--- src/shot_pkg.sv ---
`default_nettype none

package shot_pkg;

    // 0..5 are the six goal zones, 6 and 7 are off target
    typedef logic [2:0] zone_t;

    localparam int NUM_ZONES = 6;

    // kick edge to result pulse, in clock cycles
    localparam int REVEAL_CYCLES = 4;

    // enemy LFSR start value, must be nonzero
    localparam logic [15:0] ENEMY_SEED = 16'hace1;

endpackage

`default_nettype wire

--- src/game_pkg.sv ---
`default_nettype none

package game_pkg;

    // match flow states, two bits on the top level port
    typedef enum logic [1:0] {
        IDLE    = 2'd0,
        SHOOTER = 2'd1,
        KEEPER  = 2'd2,
        OVER    = 2'd3
    } g_state;

    // score counters, enough for 0..WIN_SCORE
    localparam int SCORE_W = 3;

    localparam int WIN_SCORE = 5;  // first side to reach this wins

endpackage

`default_nettype wire
--- src/round_if.sv ---
`timescale 1ns/1ps
`default_nettype none

interface round_if;
    import shot_pkg::*;

    logic  active;       // role of this judge is the current state
    logic  kick;         // top level kick strobe
    zone_t zone_player;
    zone_t zone_enemy;   // held enemy choice
    logic  done;         // one cycle result pulse
    logic  scored;       // valid with done

    // round judge side
    modport judge (
        input  active, kick, zone_player, zone_enemy,
        output done, scored
    );

    modport ctrl (output active, input done);  // state machine

    modport score (input active, done, scored);

endinterface

`default_nettype wire

--- src/penalty_top.sv ---
`timescale 1ns/1ps
`default_nettype none

module penalty_top (
    input  logic                        clk,
    input  logic                        rst,
    input  logic                        start,
    input  logic                        kick,
    input  logic [2:0]                  zone,
    output logic [1:0]                  game_state,
    output logic [2:0]                  enemy_zone,
    output logic                        round_done,
    output logic                        round_scored,
    output logic [game_pkg::SCORE_W-1:0] score_player,
    output logic [game_pkg::SCORE_W-1:0] score_enemy,
    output logic                        match_end,
    output logic                        match_result
);

    import game_pkg::*;
    import shot_pkg::*;

    g_state state_w;
    zone_t  zone_enemy_w;

    round_if if_sh ();
    round_if if_gk ();

    // both judges see the same player inputs
    assign if_sh.kick        = kick;
    assign if_gk.kick        = kick;
    assign if_sh.zone_player = zone;
    assign if_gk.zone_player = zone;
    assign if_sh.zone_enemy  = zone_enemy_w;
    assign if_gk.zone_enemy  = zone_enemy_w;

    game_fsm u_fsm (
        .clk        (clk),
        .rst        (rst),
        .start      (start),
        .match_end  (match_end),
        .if_sh      (if_sh),
        .if_gk      (if_gk),
        .game_state (state_w)
    );

    enemy_pick u_enemy (
        .clk        (clk),
        .rst        (rst),
        .kick       (kick),
        .zone_enemy (zone_enemy_w)
    );

    round_judge #(.ROLE(SHOOTER)) u_judge_sh (
        .clk (clk),
        .rst (rst),
        .rif (if_sh)
    );

    round_judge #(.ROLE(KEEPER)) u_judge_gk (
        .clk (clk),
        .rst (rst),
        .rif (if_gk)
    );

    score_control u_score (
        .clk          (clk),
        .rst          (rst),
        .game_state   (state_w),
        .start        (start),
        .if_sh        (if_sh),
        .if_gk        (if_gk),
        .match_end    (match_end),
        .match_result (match_result),
        .score_player (score_player),
        .score_enemy  (score_enemy)
    );

    assign game_state = state_w;
    assign enemy_zone = zone_enemy_w;

    // only one judge is active at a time, so OR merges cleanly
    assign round_done   = if_sh.done | if_gk.done;
    assign round_scored = if_sh.scored | if_gk.scored;

endmodule

`default_nettype wire

--- src/score_control.sv ---
`timescale 1ns/1ps
`default_nettype none

module score_control (
    input  logic                        clk,
    input  logic                        rst,
    input  game_pkg::g_state            game_state,
    input  logic                        start,
    round_if.score                      if_sh,
    round_if.score                      if_gk,
    output logic                        match_end,     // a side has won
    output logic                        match_result,  // 1 when the player won
    output logic [game_pkg::SCORE_W-1:0] score_player,
    output logic [game_pkg::SCORE_W-1:0] score_enemy
);

    import game_pkg::*;

    logic               match_end_nxt;
    logic               match_result_nxt;
    logic [SCORE_W-1:0] score_player_nxt;
    logic [SCORE_W-1:0] score_enemy_nxt;
    logic               clear;
    logic               player_won;
    logic               enemy_won;

    always_ff @(posedge clk) begin
        if (rst) begin
            match_end    <= 1'b0;
            match_result <= 1'b0;
            score_player <= '0;
            score_enemy  <= '0;
        end else begin
            match_end    <= match_end_nxt;
            match_result <= match_result_nxt;
            score_player <= score_player_nxt;
            score_enemy  <= score_enemy_nxt;
        end
    end

    // new match only from the idle or game over screen
    assign clear = start && (game_state == IDLE || game_state == OVER);

    assign player_won = (score_player == SCORE_W'(WIN_SCORE));
    assign enemy_won  = (score_enemy == SCORE_W'(WIN_SCORE));

    always_comb begin
        score_player_nxt = score_player;
        score_enemy_nxt  = score_enemy;
        if (clear) begin
            score_player_nxt = '0;
            score_enemy_nxt  = '0;
        end else if (if_sh.active && if_sh.done && if_sh.scored) begin
            score_player_nxt = score_player + 1'b1;   // player shot went in
        end else if (if_gk.active && if_gk.done && if_gk.scored) begin
            score_enemy_nxt = score_enemy + 1'b1;     // keeper got beaten
        end
    end

    // final score stays in OVER, so the end flags stay up as well
    always_comb begin
        if (clear) begin
            match_end_nxt    = 1'b0;
            match_result_nxt = 1'b0;
        end else begin
            match_end_nxt    = player_won || enemy_won;
            match_result_nxt = player_won;
        end
    end

    a_score_max: assert property (@(posedge clk) disable iff (rst)
        score_player <= WIN_SCORE && score_enemy <= WIN_SCORE);

endmodule

`default_nettype wire

--- src/round_judge.sv ---
`timescale 1ns/1ps
`default_nettype none

module round_judge #(
    parameter game_pkg::g_state ROLE = game_pkg::SHOOTER
) (
    input logic      clk,
    input logic      rst,
    round_if.judge   rif
);

    import game_pkg::*;
    import shot_pkg::*;

    localparam int CNT_W = $clog2(REVEAL_CYCLES + 1);

    logic             busy;     // round being timed
    logic [CNT_W-1:0] cnt;
    logic             done_r;
    logic             accept;
    zone_t            zone_q;   // player zone captured at the kick
    logic             on_target;
    logic             differ;
    logic             goal;

    // the result cycle still counts as part of the round
    assign accept = rif.active & rif.kick & ~busy & ~done_r;

    always_ff @(posedge clk) begin
        if (rst) begin
            busy   <= 1'b0;
            cnt    <= '0;
            done_r <= 1'b0;
        end else begin
            done_r <= 1'b0;
            if (!rif.active) begin
                busy <= 1'b0;   // role taken away, drop the round
            end else if (accept) begin
                busy <= 1'b1;
                cnt  <= CNT_W'(REVEAL_CYCLES - 1);
            end else if (busy) begin
                if (cnt == '0) begin
                    busy   <= 1'b0;
                    done_r <= 1'b1;
                end else begin
                    cnt <= cnt - 1'b1;
                end
            end
        end
    end

    always_ff @(posedge clk) begin
        if (accept) begin
            zone_q <= rif.zone_player;
        end
    end

    assign on_target = (zone_q < NUM_ZONES);
    assign differ    = (zone_q != rif.zone_enemy);

    always_comb begin
        if (ROLE == SHOOTER) begin
            goal = on_target && differ;     // wide shot never scores
        end else begin
            goal = !on_target || differ;    // diving off target concedes
        end
    end

    assign rif.done   = done_r;
    assign rif.scored = done_r & goal;

    a_done_pulse: assert property (@(posedge clk) disable iff (rst)
        rif.done |=> !rif.done);

    // result only at the end of a timed round
    a_done_timed: assert property (@(posedge clk) disable iff (rst)
        $rose(rif.done) |-> $past(busy && cnt == '0));

endmodule

`default_nettype wire

--- src/enemy_pick.sv ---
`timescale 1ns/1ps
`default_nettype none

module enemy_pick (
    input  logic           clk,
    input  logic           rst,
    input  logic           kick,
    output shot_pkg::zone_t zone_enemy
);

    import shot_pkg::*;

    logic [15:0] lfsr;
    logic        fb;

    // taps 16,14,13,11
    assign fb = lfsr[15] ^ lfsr[13] ^ lfsr[12] ^ lfsr[10];

    // free running, so the pick depends on the kick timing
    always_ff @(posedge clk) begin
        if (rst) begin
            lfsr <= ENEMY_SEED;
        end else begin
            lfsr <= {lfsr[14:0], fb};
        end
    end

    always_ff @(posedge clk) begin
        if (rst) begin
            zone_enemy <= '0;
        end else if (kick) begin
            zone_enemy <= zone_t'(lfsr % NUM_ZONES);  // freeze choice for this kick
        end
    end

    a_zone_valid: assert property (@(posedge clk) disable iff (rst)
        zone_enemy < NUM_ZONES);

endmodule

`default_nettype wire

--- src/game_fsm.sv ---
`timescale 1ns/1ps
`default_nettype none

module game_fsm (
    input  logic            clk,
    input  logic            rst,
    input  logic            start,
    input  logic            match_end,
    round_if.ctrl           if_sh,
    round_if.ctrl           if_gk,
    output game_pkg::g_state game_state
);

    import game_pkg::*;

    g_state state_nxt;

    always_ff @(posedge clk) begin
        if (rst) begin
            game_state <= IDLE;
        end else begin
            game_state <= state_nxt;
        end
    end

    always_comb begin
        state_nxt = game_state;
        case (game_state)
            IDLE: begin
                if (start) begin
                    state_nxt = SHOOTER;
                end
            end
            SHOOTER: begin
                if (match_end) begin
                    state_nxt = OVER;   // match decided so leave play
                end else if (if_sh.done) begin
                    state_nxt = KEEPER;
                end
            end
            KEEPER: begin
                if (match_end) begin
                    state_nxt = OVER;
                end else if (if_gk.done) begin
                    state_nxt = SHOOTER;
                end
            end
            OVER: begin
                if (start) begin
                    state_nxt = SHOOTER;  // rematch always opens with a shot
                end
            end
            default: state_nxt = IDLE;
        endcase
    end

    // only the judge of the current role may time a round
    assign if_sh.active = (game_state == SHOOTER);
    assign if_gk.active = (game_state == KEEPER);

    a_one_active: assert property (@(posedge clk) disable iff (rst)
        !(if_sh.active && if_gk.active));

endmodule

`default_nettype wire

--- config.mk ---
export PLATFORM = sky130hd
export DESIGN_NAME = penalty_top
export DESIGN_NICKNAME = d
export VERILOG_FILES = /design/src/shot_pkg.sv /design/src/game_pkg.sv /design/src/round_if.sv /design/src/penalty_top.sv /design/src/score_control.sv /design/src/round_judge.sv /design/src/enemy_pick.sv /design/src/game_fsm.sv
export SDC_FILE = /design/constraint.sdc
export NUM_CORES = 1
export LEC_CHECK = 0
export BUFFER_PORTS_ARGS = -buffer_cell sky130_fd_sc_hd__clkbuf_2
export CAP_MARGIN = 20
export CORE_MARGIN = 2
export CORE_UTILIZATION = 40
export DETAILED_ROUTE_END_ITERATION = 8
export PLACE_DENSITY_LB_ADDON = 0.2
export REMOVE_ABC_BUFFERS = 1
export SYNTH_ARGS = -nofsm -noshare
export SYNTH_HDL_FRONTEND = slang
export SYNTH_HIERARCHICAL = 1
export SYNTH_SLANG_ARGS = --single-unit
--- constraint.sdc ---
create_clock -name clk -period 5.9 [get_ports clk]
set_input_delay 0.885 -clock clk [delete_from_list [all_inputs] [get_ports clk]]
set_output_delay 0.885 -clock clk [all_outputs]
set_load 0.05 [all_outputs]
======== Yosys cells after proc, flatten, opt, wreduce, memory -nomap -nowiden ========
Index checks and enable logic that the tools add are counted.
word-level totals
  memory bits (read-only) ................. 0
  latch bits .............................. 0
  memories kept ........................... 0
  RAM bits ................................ 0
  output and inout bits ................... 15
  bits in registers ....................... 45
cells by class
  $add $sub $neg .......................... 4
  div/mod/pow operators ................... 1
  bitwise operators ....................... 20
  eq/ne operators ......................... 12
  mux-type cells .......................... 20
  shifts and indexed selects .............. 0
  multipliers ............................. 0
  reductions and logical operators ........ 25
  order comparisons ....................... 2
operators with widths
  kind                                                  count
  modulo 16 x 3 -> 32 bit (second input constant)       1
  two-way mux 3 bit                                     6
  two-way mux 2 bit                                     5
  AND reduction 3 bit                                   3
  bitwise AND 1 bit                                     8
  two-way mux 1 bit                                     8
  OR reduction 2 bit                                    4
  OR reduction 4 bit                                    2
  NOT 1 bit                                             7
  adder 3 x 1 -> 3 bit (second input constant)          2
  equality test 3 bit (second input constant)           2
  logical AND 1 bit                                     6
  zero test 3 bit                                       2
  < comparator 3 bit (second input constant)            2
  != test 2 x 1 -> 1 bit (second input constant)        3
  != test 3 x 2 -> 1 bit (second input constant)        2
  != test 3 bit                                         2
  one-hot mux 2 bit (3 select lines)                    1
  subtractor 3 x 1 -> 3 bit (second input constant)     2
  equality test 2 bit (second input constant)           2
  nonzero test 2 bit                                    2
  logical OR 1 bit                                      3
  XOR 1 bit                                             3
  equality test 2 x 1 -> 1 bit (second input constant)  1
  other kinds (4)                                       5

======== Depth between registers and ports, before layout ========
Gate-level depths: netlist of run 1.
  depth after elaboration ................. 6
  mapped depth ............................ 21
  gate-level depth less buffers ........... 16

======== By module ========
The synthesis of run 1 kept the hierarchy.
modules (own cells, without submodules)
  module                     area each (sq um)  sequential area each (sq um)  cells an instance  times used
  enemy_pick                 1908.1             380.4                         247                1
  round_judge at u_judge_sh  379.1              190.2                         36                 1
  score_control              379.1              160.2                         41                 1
  round_judge at u_judge_gk  372.9              190.2                         37                 1
  game_fsm                   168.9              40.0                          21                 1
  penalty_top                12.5               0.0                           2                  1

======== Worst setup path after synthesis of run 1 ========
Ideal clock, no wire load.
  path kind ............................... register -> register
  from .................................... register u_enemy.lfsr[14]
  to ...................................... register u_enemy.zone_enemy[2]
  setup slack ............................. 1.365 ns
  required time ........................... 5.822 ns
  period minus slack after synthesis ...... 4.535 ns
  buffers on the path ..................... 4
  stages on the path, launching flop included .. 21
  arrival ................................. 4.457 ns
  path through ............................ dfxtp_1 buf_4 clkbuf_1 ha_1 and4bb_1 o221ai_2 and2_4 buf_6 a221o_1 or3_1 mux2_2 and3_4 a21o_1 buf_4 mux2i_2 mux2_4 a2bb2oi_2 a211oi_4 a21boi_0 o41ai_1 a32oi_1
on the way
  cells in the longest elaborated chain, start to end .. 1
ends and longest elaborated chain
  element                  RTL line          text
  start, declared          enemy_pick.sv:13  logic [15:0] lfsr;
  start signal, assigned   enemy_pick.sv:24  lfsr <= {lfsr[14:0], fb};
  modulo 16 x 3 -> 32 bit  enemy_pick.sv:32  zone_enemy <= zone_t'(lfsr % NUM_ZONES);
  end signal, assigned     enemy_pick.sv:32
  end, declared            enemy_pick.sv:8   output shot_pkg::zone_t zone_enemy
No other way between the ends.
A chain may end at the register's enable or synchronous reset.

======== Worst setup path in the final report of run 1 ========
  from .................................... register u_enemy.lfsr[15]
  to ...................................... register u_enemy.zone_enemy[2]
The elaborated chain is that of the path after synthesis.

==> key figures, run 1 <==
Outcome
  – Status: complete, no violations

Worst setup path
  – Reg2reg start: u_enemy/lfsr[15]
  – CP most frequent cell: a21oi_1
  – Required @ worst endpoint: 6070 ps
  – Worst path max stage delay: 660 ps
  – CP Capture Type: flop
  – Worst path arrival time: 5110 ps
  – Sequence of cells on the critical path: ha_1 > and4bb_1 > o221ai_2 > and2_4 > a2111oi_4 > nor2_2 > a311oi_1 > a21oi_1 > a21oi_1 > o221ai_1 > a21oi_1 > o311ai_1 > and2_1 > and3_1 > o41ai_1 > a32oi_1
  – Critical path class: reg -> reg
  – Reg2reg path depth: 16
  – Crit path buf inv count: 0
  – Slowest CP cell: dfxtp_1
  – CP Launch Type: flop
  – Reg2reg setup slack: 960 ps
  – Reg2reg end: u_enemy/zone_enemy[2]
  – Crit Path Max Fanout: 15
  – Top delay family on crit path: compound AO/OA/AOI/OAI gates

Layout
  – Sequential Area: 961 µm²
  – N_diodes: 0
  – Commonest non-fill, non-tap cell in the layout: dfxtp_1
  – Fin nets: 415
  – Multi-input logic area: 2070 µm²
  – Share of cells above drive strength 1: 0.166
  – Non-Filler Instances: 499
  – Most frequent cells in the layout: dfxtp_1, nand2_1, nor2_1, a21oi_1
  – Fill count: 780
  – P&R area growth vs syn: 7.07%

Routing
  – Drc violations: 0
  – Drt wl/cell: 14.0 µm
  – Post-Route WL: 6980 µm
  – Initial drt markers: 109
  – Via count: 2,811
  – 1st-pass router iterations: 4
  – Remaining antenna violation count: 0
  – Via/cell ratio: 5.63

Floorplanning
  – Initial core utilization: 0.415
  – Core Footprint: 7770 µm²
  – Die area: 8790 µm²
  – Core Rows: 32
  – Boundary Pins: 22
  – Die height: 93.7 µm
  – Die X-Extent: 93.7 µm

Global route
  – Largest net degree at the start of global routing: 28
  – GRT Overall Usage: 0.168
  – Total congestion overflow: 0
  – First-pass GRT wire length: 12,200 µm
  – Initial antenna violation count: 0
  – Vias in the first global route: 2,595

Synth
  – Asr flop ratio synth: 0
  – Seq/Total Area, Yosys: 0.298
  – Seq cells post-synth: 45
  – Post-synthesis cell count: 384
  – Main synth FF type: dfxtp_1
  – Yosys warns: 6
  – Cell Area, Synth: 3220 µm²
  – Syn Area/Cell: 8.39 µm²
  – Number of flops mapped to enable cells by yosys: 6
  – Post-synth cell types: 85

Clocking
  – Hold_buf cts: 0
  – Clk pin slew, worst setup/hold paths: 80 ps
  – Clock Tree Root: clkbuf_8
  – Clock sink total: 45
  – CTS tree: done
  – PostCTS Resize Cnt: 0
  – H-tree Lvls: 2
  – Clk buf depth: 2
  – # Post-CTS Setup Buffers: 0
  – Clock latency on the worst-skew pair: 290 ps
  – Num CTS Buffers: 5

Placement
  – Port bufs: 21
  – HPWL after DPL: 5060 µm
  – # placed instances: 491
  – Placer's final routability congestion estimate: 0.835

Timing
  – Layout Skew: 7.02 ps
  – Setup_tns: 0 ps
  – Rel. slew slack: 0.619
  – Final setup fails: 0
  – Slew @ Worst Pin: 572 ps
  – Final slew viol count: 0
  – RSZ-0062 raised after global routing: false
  – Period utilization: 0.837
  – Minimum clock period: 4940 ps
  – Achievable Freq: 203 MHz
  – Final hold violations: 0

Job
  – Max cap viols: 0

Pwr
  – Worst vdd ir: 0.136 mV
  – Leak: 0.00131 µW
  – Cell Pwr Density: 274 nW/µm²
  – Overall power: 943 µW

Worst hold path
  – Hold path startpoint: u_enemy/lfsr[0]
  – Hold path depth: 1
  – Min-Delay Path Class: reg -> reg
  – Worst hold path endpoint: u_enemy/lfsr[1]
sequential cells by signal, indices dropped and copies added, names as in the netlist:
register              cells
u_score/score_enemy       3
u_judge_gk/zone_q         3
u_score/match_end         1
u_fsm/game_state          2
u_score/match_result      1
u_judge_sh/cnt            3
u_enemy/lfsr             16
u_judge_sh/zone_q         3
u_judge_gk/busy           1
u_judge_gk/cnt            3
u_enemy/zone_enemy        3
u_judge_sh/busy           1
u_score/score_player      3
u_judge_gk/rif.done       1
u_judge_sh/rif.done       1
routing by layer:
metal / part of all wire / vias up / global-route usage / wire length (µm)
li1: - / 1428 / - / -
met4: 0.0070 / 0 / 0.0411 / 49
met5: 0 / - / 0 / 0
met1: 0.49 / 1324 / 0.229 / 3390
met2: 0.48 / 54 / 0.280 / 3350
met3: 0.028 / 5 / 0.0241 / 195
cell usage after synthesis, types with 3 or more instances:
library cell	number	area share
a22oi_1	3	0.0070
or3_1	6	0.012
o21ai_0	10	0.016
nor3_1	12	0.019
and2_1	4	0.0078
dfxtp_1	39	0.24
inv_1	21	0.024
mux2i_1	3	0.0093
a31oi_1	11	0.021
or2_2	5	0.0097
nand2b_1	8	0.016
a211o_1	3	0.0082
o211ai_1	3	0.0070
nor2b_1	15	0.029
a211oi_1	7	0.016
nand4_1	4	0.0078
a21oi_1	26	0.040
buf_6	4	0.014
ha_1	12	0.047
nand3_1	9	0.014
nand2_1	33	0.038
and3_1	7	0.014
o21ai_1	3	0.0047
nor2_1	29	0.034
a21o_1	5	0.012
clkbuf_1	11	0.013
xor2_1	4	0.011
or2_1	3	0.0058
edfxtp_1	6	0.056
xnor2_1	9	0.024
layout make-up:
type                            instances  area share
Inverter                               23      0.0250
Clock buffer                            5      0.0200
Tap cell                              102      0.0370
Timing Repair Buffer                   23      0.0348
Multi-Input combinational cell        298       0.599
Clock inverter                          3     0.00508
Sequential cell                        45       0.279
through the flow:
step | instance area (µm²) | worst slack [ps] | hold slack [ps] | util
2_1_floorplan | 3110 | 1490 | 438 | -
3_5_place_dp | 3360 | 1050 | 468 | 0.433
4_1_cts | 3450 | 1010 | 482 | 0.444
6_report | 3450 | 965 | 478 | 0.444
3_3_place_gp | 3360 | 1100 | 465 | 0.433
5_1_grt | 3450 | 394 | 488 | 0.444
logic make-up (layout without fill, tap and decap cells):
logic type | after synthesis | after routing | share of synthesized area
mux | 7 | 7 | 0.0253
compound gates | 106 | 106 | 0.255
buf+inv | 41 | 54 | 0.0598
xor+xnor | 13 | 13 | 0.0354
simple gates | 160 | 160 | 0.280
fa+ha+maj | 12 | 12 | 0.0466
flops | 45 | 45 | 0.298
how the worst max path moves through the flow:
stage / startpoint / endpoint / slack (ps) / depth (start not counted)
global placement: u_enemy/lfsr[15] / u_enemy/zone_enemy[2] / 1100 / 16
finish: u_enemy/lfsr[15] / u_enemy/zone_enemy[2] / 960 / 16
global route: u_enemy/lfsr[15] / u_enemy/zone_enemy[2] / 390 / 16
detailed placement: u_enemy/lfsr[15] / u_enemy/zone_enemy[2] / 1050 / 16
floorplan: u_enemy/lfsr[15] / u_enemy/zone_enemy[2] / 1490 / 16
CTS: u_enemy/lfsr[15] / u_enemy/zone_enemy[2] / 1010 / 16
power by group:
| group | switching (µW) | internal [µW] | total, µW |
|---|---|---|---|
| Clock | 101 | 81.7 | 183 |
| Sequential | 39.6 | 340 | 380 |
| Combinational | 225 | 156 | 381 |
| Total | 365 | 578 | 943 |
No activity file was read; power rests on OpenSTA's default activity.
==> inputs of run 2 (changes only) <==
ABC_AREA = 1   (was not set)
clock period = 4.1 ns   (was 5.9 ns; I/O delays follow)
==> run 2 against run 1 <==
Effect of this change: the flow now finishes with violations (negative setup slack); core utilization rose by 9.8 points; combinational power rose to 6.1 times the previous value; global-route usage fell by 0.38 points; sequential power rose by 40%; via count rose by 40%; cell count rose by 73%; register-to-register slack got worse by 3400 ps; critical endpoint unchanged.
==> key figures, run 2 <==
Synth
  – Synth area leaders: dfxtp_1, nand2_1, inv_1
  – Asr flop ratio synth: 0 (unchanged)
  – Most frequent cell after synthesis: nand2_1
  – Seq/Total Area, Yosys: 0.241 (-0.0575)
  – Number of flops mapped to enable cells by yosys: 6 (unchanged)
  – Post-synth cell types: 44 (-48%)
  – Post-synthesis cell count: 608 (+58%)
  – Yosys warns: 6 (unchanged)
  – Seq cells post-synth: 45 (unchanged)
  – Top cell type's share of synthesized area: 0.196 (-0.0467)
  – Dominant cell type by area after synthesis: dfxtp_1
  – Syn Area/Cell: 6.56 µm² (-22%)
  – Main synth FF type: dfxtp_1
  – Cell Area, Synth: 3990 µm² (+24%)
  – Synth cell count leaders: nand2_1, inv_1, nor2_1

Floorplanning
  – Initial core utilization: 0.410 (-0.00465)
  – Die area: 10,800 µm² (+23%)
  – Core Rows: 36 (+13%)
  – Boundary Pins: 22 (unchanged)
  – Die height: 104 µm (+11%)
  – Die X-Extent: 104 µm (+11%)
  – Core Footprint: 9730 µm² (+25%)

Outcome
  – Failing checks: negative setup slack
  – Status: finished with violations

Global route
  – Total congestion overflow: 0 (unchanged)
  – First-pass GRT wire length: 15,400 µm (+27%)
  – GRT Overall Usage: 0.164 (-0.00382)
  – Initial antenna violation count: 0 (unchanged)
  – Largest net degree at the start of global routing: 27 (-3.6%)
  – Vias in the first global route: 3,771 (+45%)

Worst setup path
  – Required @ worst endpoint: 4270 ps (-1800 ps)
  – CP Capture Type: flop
  – Slowest CP cell: dfxtp_2
  – Critical path class: reg -> reg
  – Worst path max stage delay: 330 ps (-330 ps)
  – Crit Path Max Fanout: 6 (-9)
  – Crit path buf inv count: 8 (+8)
  – CP Launch Type: flop
  – Top delay family on crit path: simple AND/OR/NAND/NOR gates
  – Worst path arrival time: 6700 ps (+1590 ps)

Timing
  – Achievable Freq: 153 MHz (-24%)
  – Layout Skew: 12.0 ps (+5.01 ps)
  – Final setup fails: 2 (+2)
  – Slew @ Worst Pin: 461 ps (-111 ps)
  – Minimum clock period: 6540 ps (+1600 ps)
  – Period utilization: 1.59 (+0.758)
  – Final worst slack: -2440 ps (-3400 ps)
  – RSZ-0062 raised after global routing: true
  – Final hold violations: 0 (unchanged)
  – Final slew viol count: 0 (unchanged)
  – Rel. slew slack: 0.693 (+0.0739)

Clocking
  – Clock sink total: 45 (unchanged)
  – Clock latency on the worst-skew pair: 300 ps (about the same)
  – Clk pin slew, worst setup/hold paths: 90 ps (about the same)
  – Hold_buf cts: 0 (unchanged)
  – Clock Tree Root: clkbuf_8
  – Clk buf depth: 2 (unchanged)
  – CTS tree: done
  – H-tree Lvls: 2 (unchanged)
  – Num CTS Buffers: 5 (unchanged)

Layout
  – Final instance area: 5270 µm² (+53%)
  – Largest Register: u_enemy/lfsr
  – Commonest non-fill, non-tap cell in the layout: nand2_1
  – N_diodes: 0 (unchanged)
  – Most frequent cells in the layout: nand2_1, buf_4, inv_1, nor2_1, nand2_2
  – Share of cells above drive strength 1: 0.375 (+0.209)
  – Fill count: 1,017 (+30%)
  – Fin nets: 746 (+80%)
  – P&R area growth vs syn: 32.2%
  – Max reg flops: 16 (unchanged)

Routing
  – Drc violations: 0 (unchanged)
  – Via/cell ratio: 4.58 (-19%)
  – Drt wl/cell: 10.3 µm (-26%)
  – Initial drt markers: 91 (-17%)
  – Remaining antenna violation count: 0 (unchanged)
  – Post-Route WL: 8860 µm (+27%)
  – 1st-pass router iterations: 4 (unchanged)
  – Via count: 3,945 (+40%)

Pwr
  – Sw Pwr: 1520 µW (+320%)
  – Switching Fraction: 0.484 (+0.0971)
  – Worst vdd ir: 0.284 mV (+110%)
  – Leak: 0.00270 µW (+110%)
  – Overall power: 3150 µW (+230%)
  – Cell Pwr Density: 597 nW/µm² (+120%)
  – Clock network power share: 0.089 (-0.105)
  – Logic pwr share: 0.741 (+0.337)
  – Sequential power share: 0.170 (-0.233)
  – Int Power: 1620 µW (+180%)

Placement
  – HPWL after DPL: 6950 µm (+37%)
  – Port bufs: 21 (unchanged)
  – Placer's final routability congestion estimate: 0.838 (+0.32%)
  – Placed inst area: 4860 µm² (+45%)

Worst hold path
  – Min-Delay Path Class: reg -> reg

Job
  – Max cap viols: 0 (unchanged)
[run 2: changes by cell type in the layout (fill, tap and decap cells not counted), sizes merged, moves of 10 or more]
cell / delta
a211oi: -10
nand4: +23
a31oi: -11
nor2b: -15
inv: +90
buf: +94
nand3: +54
nor2: +40
nand2: +156
[run 2: worst paths after layout]
kind,from,to,slack (ps),cells past startpoint
worst max-delay path,u_enemy/lfsr[15],u_enemy/zone_enemy[2],-2440,56
worst min-delay path,u_judge_sh/cnt[2],u_judge_sh/cnt[2],480,2
worst max register to register,u_enemy/lfsr[15],u_enemy/zone_enemy[2],-2440,56
worst min register to register,u_judge_sh/cnt[2],u_judge_sh/cnt[2],480,2
[run 2: cell type report]
type,instances,area (µm²),share of cell area
Multi-Input combinational cell,442,2780,0.528
Sequential cell,45,962,0.182
Tap cell,133,166,0.0316
Inverter,116,440,0.0835
Timing Repair Buffer,117,826,0.157
Clock buffer,5,68.8,0.0131
Clock inverter,3,25.0,0.00475
[run 2: kinds of logic after synthesis]
family / Yosys count / share of synthesized area
AOI/OAI and AO/OA: 46 / 0.0750
xor gates and xnor gates: 17 / 0.0373
adders and majority gates: 12 / 0.0376
buffers and inverters: 121 / 0.116
DFF: 45 / 0.241
and+or+nand+nor: 367 / 0.493
[run 2: power by group through the flow]
stage / Sequential (µW) / Clock [µW] / Combinational (µW)
floorplan: 574 / 0 / 1430
global placement: 541 / 0 / 2080
detailed placement: 543 / 0 / 2110
CTS: 533 / 294 / 2200
global route: 540 / 309 / 2620
finish: 533 / 281 / 2330
[run 2: layer usage]
metal,up-vias,global-route usage,part of all wire
li1,2154,-,-
met1,1745,0.198,0.46
met2,35,0.309,0.52
met3,11,0.0219,0.016
met4,0,0.0357,0.0076
met5,-,0,0
[run 2: what timing repair did]
item	CTS	global route
gates resized for setup	15	34
setup endpoints to repair	2	2
pin swaps	4	10
setup buffers	8	5
[run 2: worst min-delay path: stages (launching register included)]
cell and delay (ps):
dfxtp_1 330, inv_2 70, a21oi_2 50
[run 2: per-stage QoR]
| step | TNS (ps) | utilization | cells | hold slack (ps) | setup slack [ps] |
|---|---|---|---|---|---|
| 3_5_place_dp | -4980 | 0.499 | 840 | 459 | -2500 |
| 5_1_grt | -6130 | 0.542 | 861 | 487 | -3100 |
| 4_1_cts | -4760 | 0.523 | 856 | 483 | -2390 |
| 3_3_place_gp | -4530 | 0.499 | 840 | 455 | -2280 |
| 6_report | -4850 | 0.542 | 861 | 477 | -2440 |
| 2_1_floorplan | -4990 | - | 603 | 427 | -2500 |
